**src/design/ls_pkg.sv**
```systemverilog
// shared ISA constants, enums and structs for the load-store CPU; import into each module
package ls_pkg;

    localparam int XLEN  = 16;
    localparam int NREG  = 8;
    localparam int IMM_W = 6;
    localparam int REG_W = $clog2(NREG);

    // instruction field positions
    localparam int OP_LSB  = 12;
    localparam int RD_LSB  = 9;
    localparam int RS1_LSB = 6;
    localparam int RS2_LSB = 3;

    // sw, beq and bgt carry an immediate in bits 5..0, so their
    // second source register sits in the rd field instead
    typedef enum logic [3:0] {
        op_add  = 4'h0,
        op_sub  = 4'h1,
        op_and  = 4'h2,
        op_or   = 4'h3,
        op_addi = 4'h4,
        op_lw   = 4'h5,
        op_sw   = 4'h6,
        op_beq  = 4'h7,
        op_bgt  = 4'h8,
        op_halt = 4'h9
    } opcode_t;

    typedef enum logic [1:0] {
        alu_add,
        alu_sub,
        alu_and,
        alu_or
    } alu_op_t;

    typedef enum logic [2:0] {
        st_fetch,
        st_decode,
        st_execute,
        st_mem,
        st_writeback,
        st_halt
    } cycle_t;

    typedef enum logic [1:0] {
        bus_fetch,
        bus_read,
        bus_write
    } bus_kind_t;

    typedef struct packed {
        bus_kind_t       kind;
        logic [XLEN-1:0] addr;
        logic [XLEN-1:0] wdata;
    } bus_req_t;

    typedef struct packed {
        alu_op_t alu_op;
        logic    alu_src_imm;
        logic    mem_read;
        logic    mem_write;
        logic    reg_write;
        logic    pc_write;
        logic    branch;
        logic    branch_on_pos;
    } ctrl_t;

    typedef struct packed {
        logic [XLEN-1:0]  pc;
        logic [XLEN-1:0]  a;
        logic [XLEN-1:0]  b;
        logic [REG_W-1:0] rd;
        logic [XLEN-1:0]  imm;
    } de_reg_t;

    typedef struct packed {
        logic [XLEN-1:0]  aluout;
        logic [XLEN-1:0]  b;
        logic [REG_W-1:0] rd;
        logic             zero;
        logic             pos;
        logic [XLEN-1:0]  target;
    } em_reg_t;

endpackage

```
**src/design/control_unit.sv**
```systemverilog
// cycle sequencer and opcode decoder of the CPU; drives the datapath controls per cycle
`timescale 1ns/100ps

module control_unit import ls_pkg::*; (
    input  logic    clock,
    input  logic    rst_n,
    input  opcode_t opcode,
    input  logic    fetch_done,
    input  logic    mem_done,
    output cycle_t  cycle,
    output ctrl_t   ctrl
);

    logic   is_alu;
    logic   is_load;
    logic   is_store;
    logic   is_branch;
    cycle_t next_cycle;

    // opcode classes
    assign is_alu    = (opcode == op_add) || (opcode == op_sub) || (opcode == op_and) ||
                       (opcode == op_or)  || (opcode == op_addi);
    assign is_load   = (opcode == op_lw);
    assign is_store  = (opcode == op_sw);
    assign is_branch = (opcode == op_beq) || (opcode == op_bgt);

    always_comb begin
        next_cycle = cycle;
        case (cycle)
            st_fetch: begin
                if (fetch_done) begin
                    next_cycle = st_decode;
                end
            end
            st_decode: begin
                next_cycle = (opcode == op_halt) ? st_halt : st_execute;
            end
            st_execute: begin
                if (is_load || is_store) begin
                    next_cycle = st_mem;
                end else if (is_alu) begin
                    next_cycle = st_writeback;
                end else begin
                    // branches and unused codes end here
                    next_cycle = st_fetch;
                end
            end
            st_mem: begin
                if (mem_done) begin
                    next_cycle = is_load ? st_writeback : st_fetch;
                end
            end
            st_writeback: next_cycle = st_fetch;
            default:      next_cycle = st_halt;
        endcase
    end

    always_ff @(posedge clock or negedge rst_n) begin
        if (!rst_n) begin
            cycle <= st_fetch;
        end else begin
            cycle <= next_cycle;
        end
    end

    // each control is live only in the cycle where it acts
    always_comb begin
        ctrl        = '0;
        ctrl.alu_op = alu_add;
        case (cycle)
            st_fetch: begin
                ctrl.pc_write = fetch_done;
            end
            st_execute: begin
                case (opcode)
                    op_sub, op_beq, op_bgt: ctrl.alu_op = alu_sub;
                    op_and:                 ctrl.alu_op = alu_and;
                    op_or:                  ctrl.alu_op = alu_or;
                    default:                ctrl.alu_op = alu_add;
                endcase
                ctrl.alu_src_imm   = (opcode == op_addi) || is_load || is_store;
                ctrl.branch        = is_branch;
                ctrl.branch_on_pos = (opcode == op_bgt);
                // fetch stage only takes the target when the branch resolves taken
                ctrl.pc_write      = is_branch;
            end
            st_mem: begin
                ctrl.mem_read  = is_load;
                ctrl.mem_write = is_store;
            end
            st_writeback: begin
                ctrl.reg_write = is_alu || is_load;
            end
            default: ;
        endcase
    end

endmodule

```
**src/design/decode_stage.sv**
```systemverilog
// register file, field extraction and immediate generation; fills the decode-execute register
`timescale 1ns/100ps

module decode_stage import ls_pkg::*; (
    input  logic             clock,
    input  logic             rst_n,
    input  cycle_t           cycle,
    input  logic [XLEN-1:0]  ir,
    input  logic [XLEN-1:0]  pc,
    input  logic             wb_en,
    input  logic [REG_W-1:0] wb_rd,
    input  logic [XLEN-1:0]  wb_data,
    output de_reg_t          de,
    output opcode_t          opcode
);

    logic [XLEN-1:0]  regs [NREG];
    logic [REG_W-1:0] rd_f;
    logic [REG_W-1:0] rs1_f;
    logic [REG_W-1:0] rs2_f;
    logic [REG_W-1:0] src2;
    logic [IMM_W-1:0] imm_f;
    logic [XLEN-1:0]  imm_ext;
    logic [XLEN-1:0]  rdata1;
    logic [XLEN-1:0]  rdata2;

    assign opcode = opcode_t'(ir[OP_LSB +: 4]);
    assign rd_f   = ir[RD_LSB +: REG_W];
    assign rs1_f  = ir[RS1_LSB +: REG_W];
    assign rs2_f  = ir[RS2_LSB +: REG_W];
    assign imm_f  = ir[IMM_W-1:0];

    assign imm_ext = {{(XLEN-IMM_W){imm_f[IMM_W-1]}}, imm_f};

    // store data and branch compare operand come from the rd field
    assign src2 = ((opcode == op_sw) || (opcode == op_beq) || (opcode == op_bgt)) ?
                  rd_f : rs2_f;

    // r0 reads as zero regardless of contents
    assign rdata1 = (rs1_f == '0) ? '0 : regs[rs1_f];
    assign rdata2 = (src2 == '0) ? '0 : regs[src2];

    always_ff @(posedge clock) begin
        if (wb_en && (wb_rd != '0)) begin
            regs[wb_rd] <= wb_data;
        end
    end

    // de register, loaded once per instruction
    always_ff @(posedge clock or negedge rst_n) begin
        if (!rst_n) begin
            de <= '0;
        end else if (cycle == st_decode) begin
            de.pc  <= pc;
            de.a   <= rdata1;
            de.b   <= rdata2;
            de.rd  <= rd_f;
            de.imm <= imm_ext;
        end
    end

endmodule

```
**src/design/execute_stage.sv**
```systemverilog
// ALU, flags and branch resolution; fills the execute-memory register
`timescale 1ns/100ps

module execute_stage import ls_pkg::*; (
    input  logic            clock,
    input  logic            rst_n,
    input  cycle_t          cycle,
    input  ctrl_t           ctrl,
    input  de_reg_t         de,
    output em_reg_t         em,
    output logic            take_branch,
    output logic [XLEN-1:0] target
);

    logic [XLEN-1:0] op_b;
    logic [XLEN-1:0] result;
    logic            zero;
    logic            pos;

    assign op_b = ctrl.alu_src_imm ? de.imm : de.b;

    always_comb begin
        case (ctrl.alu_op)
            alu_sub: result = de.a - op_b;
            alu_and: result = de.a & op_b;
            alu_or:  result = de.a | op_b;
            default: result = de.a + op_b;
        endcase
    end

    assign zero = (result == '0);
    // positive and nonzero when read as signed
    assign pos  = !result[XLEN-1] && !zero;

    // de.pc already points past the branch
    assign target      = de.pc + de.imm;
    assign take_branch = ctrl.branch && (ctrl.branch_on_pos ? pos : zero);

    always_ff @(posedge clock or negedge rst_n) begin
        if (!rst_n) begin
            em <= '0;
        end else if (cycle == st_execute) begin
            em.aluout <= result;
            em.b      <= de.b;
            em.rd     <= de.rd;
            em.zero   <= zero;
            em.pos    <= pos;
            em.target <= target;
        end
    end

endmodule

```
**src/design/fetch_stage.sv**
```systemverilog
// program counter and instruction fetch; holds the fetch-decode instruction register
`timescale 1ns/100ps

module fetch_stage import ls_pkg::*; (
    input  logic            clock,
    input  logic            rst_n,
    input  cycle_t          cycle,
    input  logic            pc_write,
    input  logic            take_branch,
    input  logic [XLEN-1:0] target,
    input  logic            bus_ready,
    input  logic [XLEN-1:0] bus_rdata,
    output logic            fetch_valid,
    output bus_req_t        fetch_req,
    output logic            fetch_done,
    output logic [XLEN-1:0] ir,
    output logic [XLEN-1:0] pc
);

    assign fetch_valid     = (cycle == st_fetch);
    assign fetch_done      = fetch_valid && bus_ready;
    assign fetch_req.kind  = bus_fetch;
    assign fetch_req.addr  = pc;
    assign fetch_req.wdata = '0;

    always_ff @(posedge clock or negedge rst_n) begin
        if (!rst_n) begin
            pc <= '0;
        end else if (pc_write) begin
            if (take_branch) begin
                pc <= target;
            end else if (cycle == st_fetch) begin
                pc <= pc + XLEN'(1);
            end
        end
    end

    // fd instruction register
    always_ff @(posedge clock or negedge rst_n) begin
        if (!rst_n) begin
            ir <= '0;
        end else if (fetch_done) begin
            ir <= bus_rdata;
        end
    end

endmodule

```
**src/design/ls_cpu.sv**
```systemverilog
// top level of the multi-cycle load-store CPU; joins control and stages onto one memory bus
`timescale 1ns/100ps

module ls_cpu import ls_pkg::*; (
    input  logic            clock,
    input  logic            rst_n,
    output logic            bus_valid,
    output bus_req_t        bus_req,
    input  logic            bus_ready,
    input  logic [XLEN-1:0] bus_rdata,
    output logic            halted
);

    cycle_t           cycle;
    ctrl_t            ctrl;
    opcode_t          opcode;
    logic             fetch_valid;
    logic             fetch_done;
    bus_req_t         fetch_req;
    logic             mem_valid;
    logic             mem_done;
    bus_req_t         mem_req;
    logic [XLEN-1:0]  ir;
    logic [XLEN-1:0]  pc;
    logic             take_branch;
    logic [XLEN-1:0]  target;
    de_reg_t          de;
    em_reg_t          em;
    logic             wb_en;
    logic [REG_W-1:0] wb_rd;
    logic [XLEN-1:0]  wb_data;

    control_unit u_control (
        .clock      (clock),
        .rst_n      (rst_n),
        .opcode     (opcode),
        .fetch_done (fetch_done),
        .mem_done   (mem_done),
        .cycle      (cycle),
        .ctrl       (ctrl)
    );

    fetch_stage u_fetch (
        .clock       (clock),
        .rst_n       (rst_n),
        .cycle       (cycle),
        .pc_write    (ctrl.pc_write),
        .take_branch (take_branch),
        .target      (target),
        .bus_ready   (bus_ready),
        .bus_rdata   (bus_rdata),
        .fetch_valid (fetch_valid),
        .fetch_req   (fetch_req),
        .fetch_done  (fetch_done),
        .ir          (ir),
        .pc          (pc)
    );

    decode_stage u_decode (
        .clock   (clock),
        .rst_n   (rst_n),
        .cycle   (cycle),
        .ir      (ir),
        .pc      (pc),
        .wb_en   (wb_en),
        .wb_rd   (wb_rd),
        .wb_data (wb_data),
        .de      (de),
        .opcode  (opcode)
    );

    execute_stage u_execute (
        .clock       (clock),
        .rst_n       (rst_n),
        .cycle       (cycle),
        .ctrl        (ctrl),
        .de          (de),
        .em          (em),
        .take_branch (take_branch),
        .target      (target)
    );

    mem_stage u_mem (
        .clock     (clock),
        .rst_n     (rst_n),
        .cycle     (cycle),
        .ctrl      (ctrl),
        .em        (em),
        .bus_ready (bus_ready),
        .bus_rdata (bus_rdata),
        .mem_valid (mem_valid),
        .mem_req   (mem_req),
        .mem_done  (mem_done),
        .wb_en     (wb_en),
        .wb_rd     (wb_rd),
        .wb_data   (wb_data)
    );

    // bus owner follows the cycle, idle otherwise
    always_comb begin
        bus_valid = 1'b0;
        bus_req   = fetch_req;
        case (cycle)
            st_fetch: begin
                bus_valid = fetch_valid;
                bus_req   = fetch_req;
            end
            st_mem: begin
                bus_valid = mem_valid;
                bus_req   = mem_req;
            end
            default: ;
        endcase
    end

    assign halted = (cycle == st_halt);

endmodule

```
**src/design/mem_stage.sv**
```systemverilog
// load/store bus requests, memory-writeback register and writeback select
`timescale 1ns/100ps

module mem_stage import ls_pkg::*; (
    input  logic             clock,
    input  logic             rst_n,
    input  cycle_t           cycle,
    input  ctrl_t            ctrl,
    input  em_reg_t          em,
    input  logic             bus_ready,
    input  logic [XLEN-1:0]  bus_rdata,
    output logic             mem_valid,
    output bus_req_t         mem_req,
    output logic             mem_done,
    output logic             wb_en,
    output logic [REG_W-1:0] wb_rd,
    output logic [XLEN-1:0]  wb_data
);

    logic [XLEN-1:0] mw_data;
    logic            mw_load;

    assign mem_valid     = (cycle == st_mem) && (ctrl.mem_read || ctrl.mem_write);
    assign mem_done      = mem_valid && bus_ready;
    assign mem_req.kind  = ctrl.mem_write ? bus_write : bus_read;
    assign mem_req.addr  = em.aluout;
    assign mem_req.wdata = em.b;

    // mw register; load flag cleared each execute so ALU ops write back aluout
    always_ff @(posedge clock or negedge rst_n) begin
        if (!rst_n) begin
            mw_data <= '0;
            mw_load <= 1'b0;
        end else if (cycle == st_execute) begin
            mw_load <= 1'b0;
        end else if (mem_done) begin
            mw_data <= bus_rdata;
            mw_load <= ctrl.mem_read;
        end
    end

    assign wb_en   = (cycle == st_writeback) && ctrl.reg_write;
    assign wb_rd   = em.rd;
    assign wb_data = mw_load ? mw_data : em.aluout;

endmodule

```
**config.mk**
```make
export PLATFORM = sky130hd
export DESIGN_NAME = ls_cpu
export DESIGN_NICKNAME = d
export VERILOG_FILES = /design/src/design/ls_pkg.sv /design/src/design/control_unit.sv /design/src/design/decode_stage.sv /design/src/design/execute_stage.sv /design/src/design/fetch_stage.sv /design/src/design/ls_cpu.sv /design/src/design/mem_stage.sv
export SDC_FILE = /design/constraint.sdc
export NUM_CORES = 1
export LEC_CHECK = 0
export BUFFER_PORTS_ARGS = -buffer_cell sky130_fd_sc_hd__buf_2
export CAP_MARGIN = 10
export CORE_ASPECT_RATIO = 0.9
export CORE_MARGIN = 1
export CORE_UTILIZATION = 65
export CTS_BUF_LIST = sky130_fd_sc_hd__clkbuf_16
export DETAILED_ROUTE_END_ITERATION = 8
export GPL_ROUTABILITY_DRIVEN = 1
export HOLD_SLACK_MARGIN = 0.1
export PLACE_DENSITY = 0.95
export SLEW_MARGIN = 40
export SYNTH_ARGS = -nofsm -noshare
export SYNTH_HDL_FRONTEND = slang
export SYNTH_SLANG_ARGS = --single-unit
```
**constraint.sdc**
```tcl
create_clock -name clock -period 11.9 [get_ports clock]
set_input_delay 0.595 -clock clock [delete_from_list [all_inputs] [get_ports clock]]
set_output_delay 0.595 -clock clock [all_outputs]
set_load 0.01 [all_outputs]
```
==> run_results.csv <==
group,metric,value,unit
outcome,outcome,"finished, final reports clean",
synthesis,yosysWarnings,0,
synthesis,ys_seq_area_share,49.0,%
pwr,p_per_area,336,nW/µm²
synthesis,syn_nets,1437,
detailed_routing,ant_nets,0,
sta,relSlewSlack,35.4,%
synthesis,yosys-top-cells-area,"dfrtp_1 (25%), edfxtp_1 (24%), mux2_2 (7.3%)",
die,core,21100,µm²
clocking,ctsHoldBuffers,0,
cells_and_area,finalNonFillerCells,1707,
grt,grt.met2_usage,60.3,%
die,design.portCount,55,
detailed_routing,post_drt_via_cell_ratio,7.03,
critical_path,cp_top_family,"simple AND/OR/NAND/NOR gates",
clocking,clk_latency,550,ps
sta,layout_setup_ws,5290,ps
cells_and_area,final-seq-area,6970,µm²
clocking,clkSinkCount,256,
sta,period_share,55.5,%
sta,finalCriticalPeriod,6610,ps
worst_hold_path,min_path_type,"in2async",
grt,grt.busiest_layer,"met2",
critical_path,critPathArrivalTime,7080,ps
grt,grtUsageMet1,53.1,%
sta,rsz0062_at_grt,"no",
synthesis,ys_ff_latch,256,
die,die_w,158,µm
placed_design,dp_cells,1662,
synthesis,yosysTopAreaCell,"dfrtp_1",
critical_path,worst_ep_required_time,12370,ps
pwr,p_clk_share,15.5,%
clocking,cts_setup_buffers,0,
sta,fin_worst_skew,10.4,ps
clocking,numCtsBuffers,24,
synthesis,dominantRegCellSynth,"dfrtp_1",
pwr,p_int,2.77,mW
cells_and_area,final_layout_size_suffix_gt1_share,17.5,%
clocking,cts_resized,0,
critical_path,r2r_cells,22,
placed_design,gp_congestion,0.973,
critical_path,cp_slowest_stage_delay,680,ps
detailed_routing,vias,12000,
pwr,pwr-share-comb,54.2,%
critical_path,crit_path_max_fanout,56,
pwr,switchingPower,2.48,mW
synthesis,synth_cells,1383,
sta,slew_viol_final,0,
clocking,cts_tree,"built",
die,rows,50,
cells_and_area,multi_input_area,6930,µm²
die,die_y,142,µm
clocking,clk_pin_slew_worst_paths,70,ps
critical_path,worst-setup-path-type,"reg2reg",
grt,grt_use_met3,9.81,%
synthesis,synth-edff-count,112,
critical_path,worst-path-stages,22,
pwr,peakVddDrop,254,µV
clocking,cts_root_buf,"clkbuf_16",
critical_path,worstSetupEndpointType,"flip-flop",
clocking,h-tree-depth,1,
sta,fmax,151,MHz
detailed_routing,first_iter_violations,1778,
synthesis,synth.distinct_cells,80,
sta,setup_viol,0,
die,initial_core_util,67.2,%
critical_path,crit_top_cell,"a21oi_1",
grt,gr-total-overflow,0,
sta,worst_hold_slack,70.9,ps
grt,grt_max_degree,78,
grt,grt_pass1_vias,11500,
critical_path,crit_chain,"or3b_2 > buf_4 > nor3_2 > mux2i_1 > nand2_1 > a21oi_1 > nor2_1 > mux2_2 > and2_1 > a21oi_1 > ha_1 > a211oi_1 > nor2_1 > nor2_1 > a21oi_1 > o41ai_1 > nor4_1 > nor3_1 > a31oi_2 > o21ai_4 > mux2_2 > a21oi_1",
synthesis,netlist_area,14200,µm²
grt,antenna_found_initial,2,
clocking,clock_path_buffers,3,
cells_and_area,nFillCells,1339,
pwr,p_leak,6.30,nW
detailed_routing,wl_per_cell,25.4,µm
sta,finalSetupTns,0,ps
detailed_routing,dr.pass1.iters,6,
grt,grt_usage,39.4,%
cells_and_area,area_growth,9.80,%
pwr,seqPwrFrac,30.4,%
synthesis,synthArstFlopShare,56.3,%
die,die-area,22500,µm²
placed_design,portBuffers,54,
critical_path,startpoint_type,"flip-flop",
placed_design,pre_cts_ws,5570,ps
grt,grt_pass1_wl,65600,µm
cells_and_area,fin_nets,1456,
critical_path,crit_slowest_cell,"nor3_2",
detailed_routing,wirelength,43400,µm
placed_design,dp_hpwl,27800,µm
detailed_routing,drc_errors,0,
pwr,total_power,5.25,mW
synthesis,synth.top_cell.area_share,25.4,%
critical_path,cp.buffers_inverters,1,
sta,final_hold_viol_count,0,
synthesis,synth_area_per_cell,10.3,µm²
sta,max_slew.worst_pin.slew,969,ps
job,drv_cap,0,
pwr,power.share.switching,47.2,%
==> path summary, 6_finish.rpt <==
kind                                           startpoint                       endpoint  slack [ps]
setup / recovery           u_control.cycle[1]$_DFFE_PN0P_      u_fetch.pc[9]$_DFFE_PN0P_        5290
hold / removal                                      rst_n    u_decode.de[59]$_DFFE_PN0P_          70
setup reg to reg           u_control.cycle[1]$_DFFE_PN0P_      u_fetch.pc[9]$_DFFE_PN0P_        5290
hold reg to reg              u_execute.em[29]$_DFFE_PN0N_   u_execute.em[29]$_DFFE_PN0N_         470
max in group asynchronous                           rst_n      u_fetch.ir[6]$_DFFE_PN0P_       10730
min in group clock                          bus_rdata[13]  u_mem.mw_data[13]$_DFFE_PN0P_         290
==> cell usage after synthesis, types with 12 or more instances <==
library cell and count:
nand2_1 222, dfrtp_1 144, edfxtp_1 112, o21ai_0 106, a21oi_1 96, mux2_2 92, nor2_1 82, clkbuf_1 65
a211oi_1 38, mux2i_1 38, ha_1 33, xnor2_1 25, nor2b_1 24, nand3_1 23, and2_1 22, nor3_1 19
nand2b_1 17, a22oi_1 16, mux4_2 16, inv_1 15, o211ai_1 12, xor2_1 12
==> cells in the final DEF, fill, tap and decap left out, drive strengths merged, types with 12 or more instances in the layout <==
cell type / synthesis / layout
mux2i: 38 / 38
xor2: 12 / 12
mux4: 16 / 16
xnor2: 25 / 25
mux2: 92 / 92
nand3: 23 / 23
nor2: 82 / 82
a31oi: 12 / 12
nand2b: 17 / 17
dfrtp: 144 / 144
nor3: 21 / 21
nand2: 222 / 222
a21oi: 97 / 97
o211ai: 12 / 12
a22oi: 16 / 16
a211oi: 38 / 38
buf: 17 / 76
inv: 15 / 19
and2: 24 / 24
o21ai: 108 / 108
clkbuf: 66 / 24
nor2b: 24 / 24
edfxtp: 112 / 112
ha: 33 / 33
==> kinds of logic after synthesis <==
family	synth area share [%]
multiplexers	12.5
AO/OA/AOI/OAI	14.9
flip-flops	49.0
XOR/XNOR	2.28
AND/OR/NAND/NOR	15.2
buffers and inverters	2.71
adder cells (fa/ha/maj)	3.35
==> power by group through the flow <==
stage | clock, mW | sequential (mW) | combinational [mW]
after floorplan | 0 | 1.36 | 2.09
after global placement | 0 | 1.54 | 2.57
after detailed placement | 0 | 1.56 | 2.68
after CTS | 0.809 | 1.56 | 2.75
after global routing | 0.842 | 1.60 | 3.06
final | 0.811 | 1.59 | 2.84
==> state kept, by name (all words and copies together) (netlist names) <==
signal / count
u_fetch.ir: 16
u_decode.regs: 112
u_decode.de: 57
u_execute.em: 35
u_fetch.pc: 16
u_mem.mw_data: 16
u_mem.mw_load: 1
u_control.cycle: 3
==> per-layer routing <==
layer	vias up	share of wire, %
li1	5106	-
met1	5673	37
met2	1011	45
met3	217	13
met4	0	5.4
met5	-	0
==> metrics by stage <==
step,utilization [%],area [µm²]
finish,73.8,15600
global route,73.8,15600
CTS,73.7,15600
detailed placement,69.8,14800
global placement,69.6,14700
floorplan,-,14200
==> layout make-up <==
type | count | share of cell area, %
clock inverters | 20 | 1.44
flip-flops and latches | 256 | 44.7
inverters | 15 | 0.361
repair buffers | 76 | 3.01
diodes | 1 | 0.0160
clock buffers | 24 | 3.85
multi-input cells | 1029 | 44.4
well taps | 286 | 2.29
(Power assumes the default switching activity.)
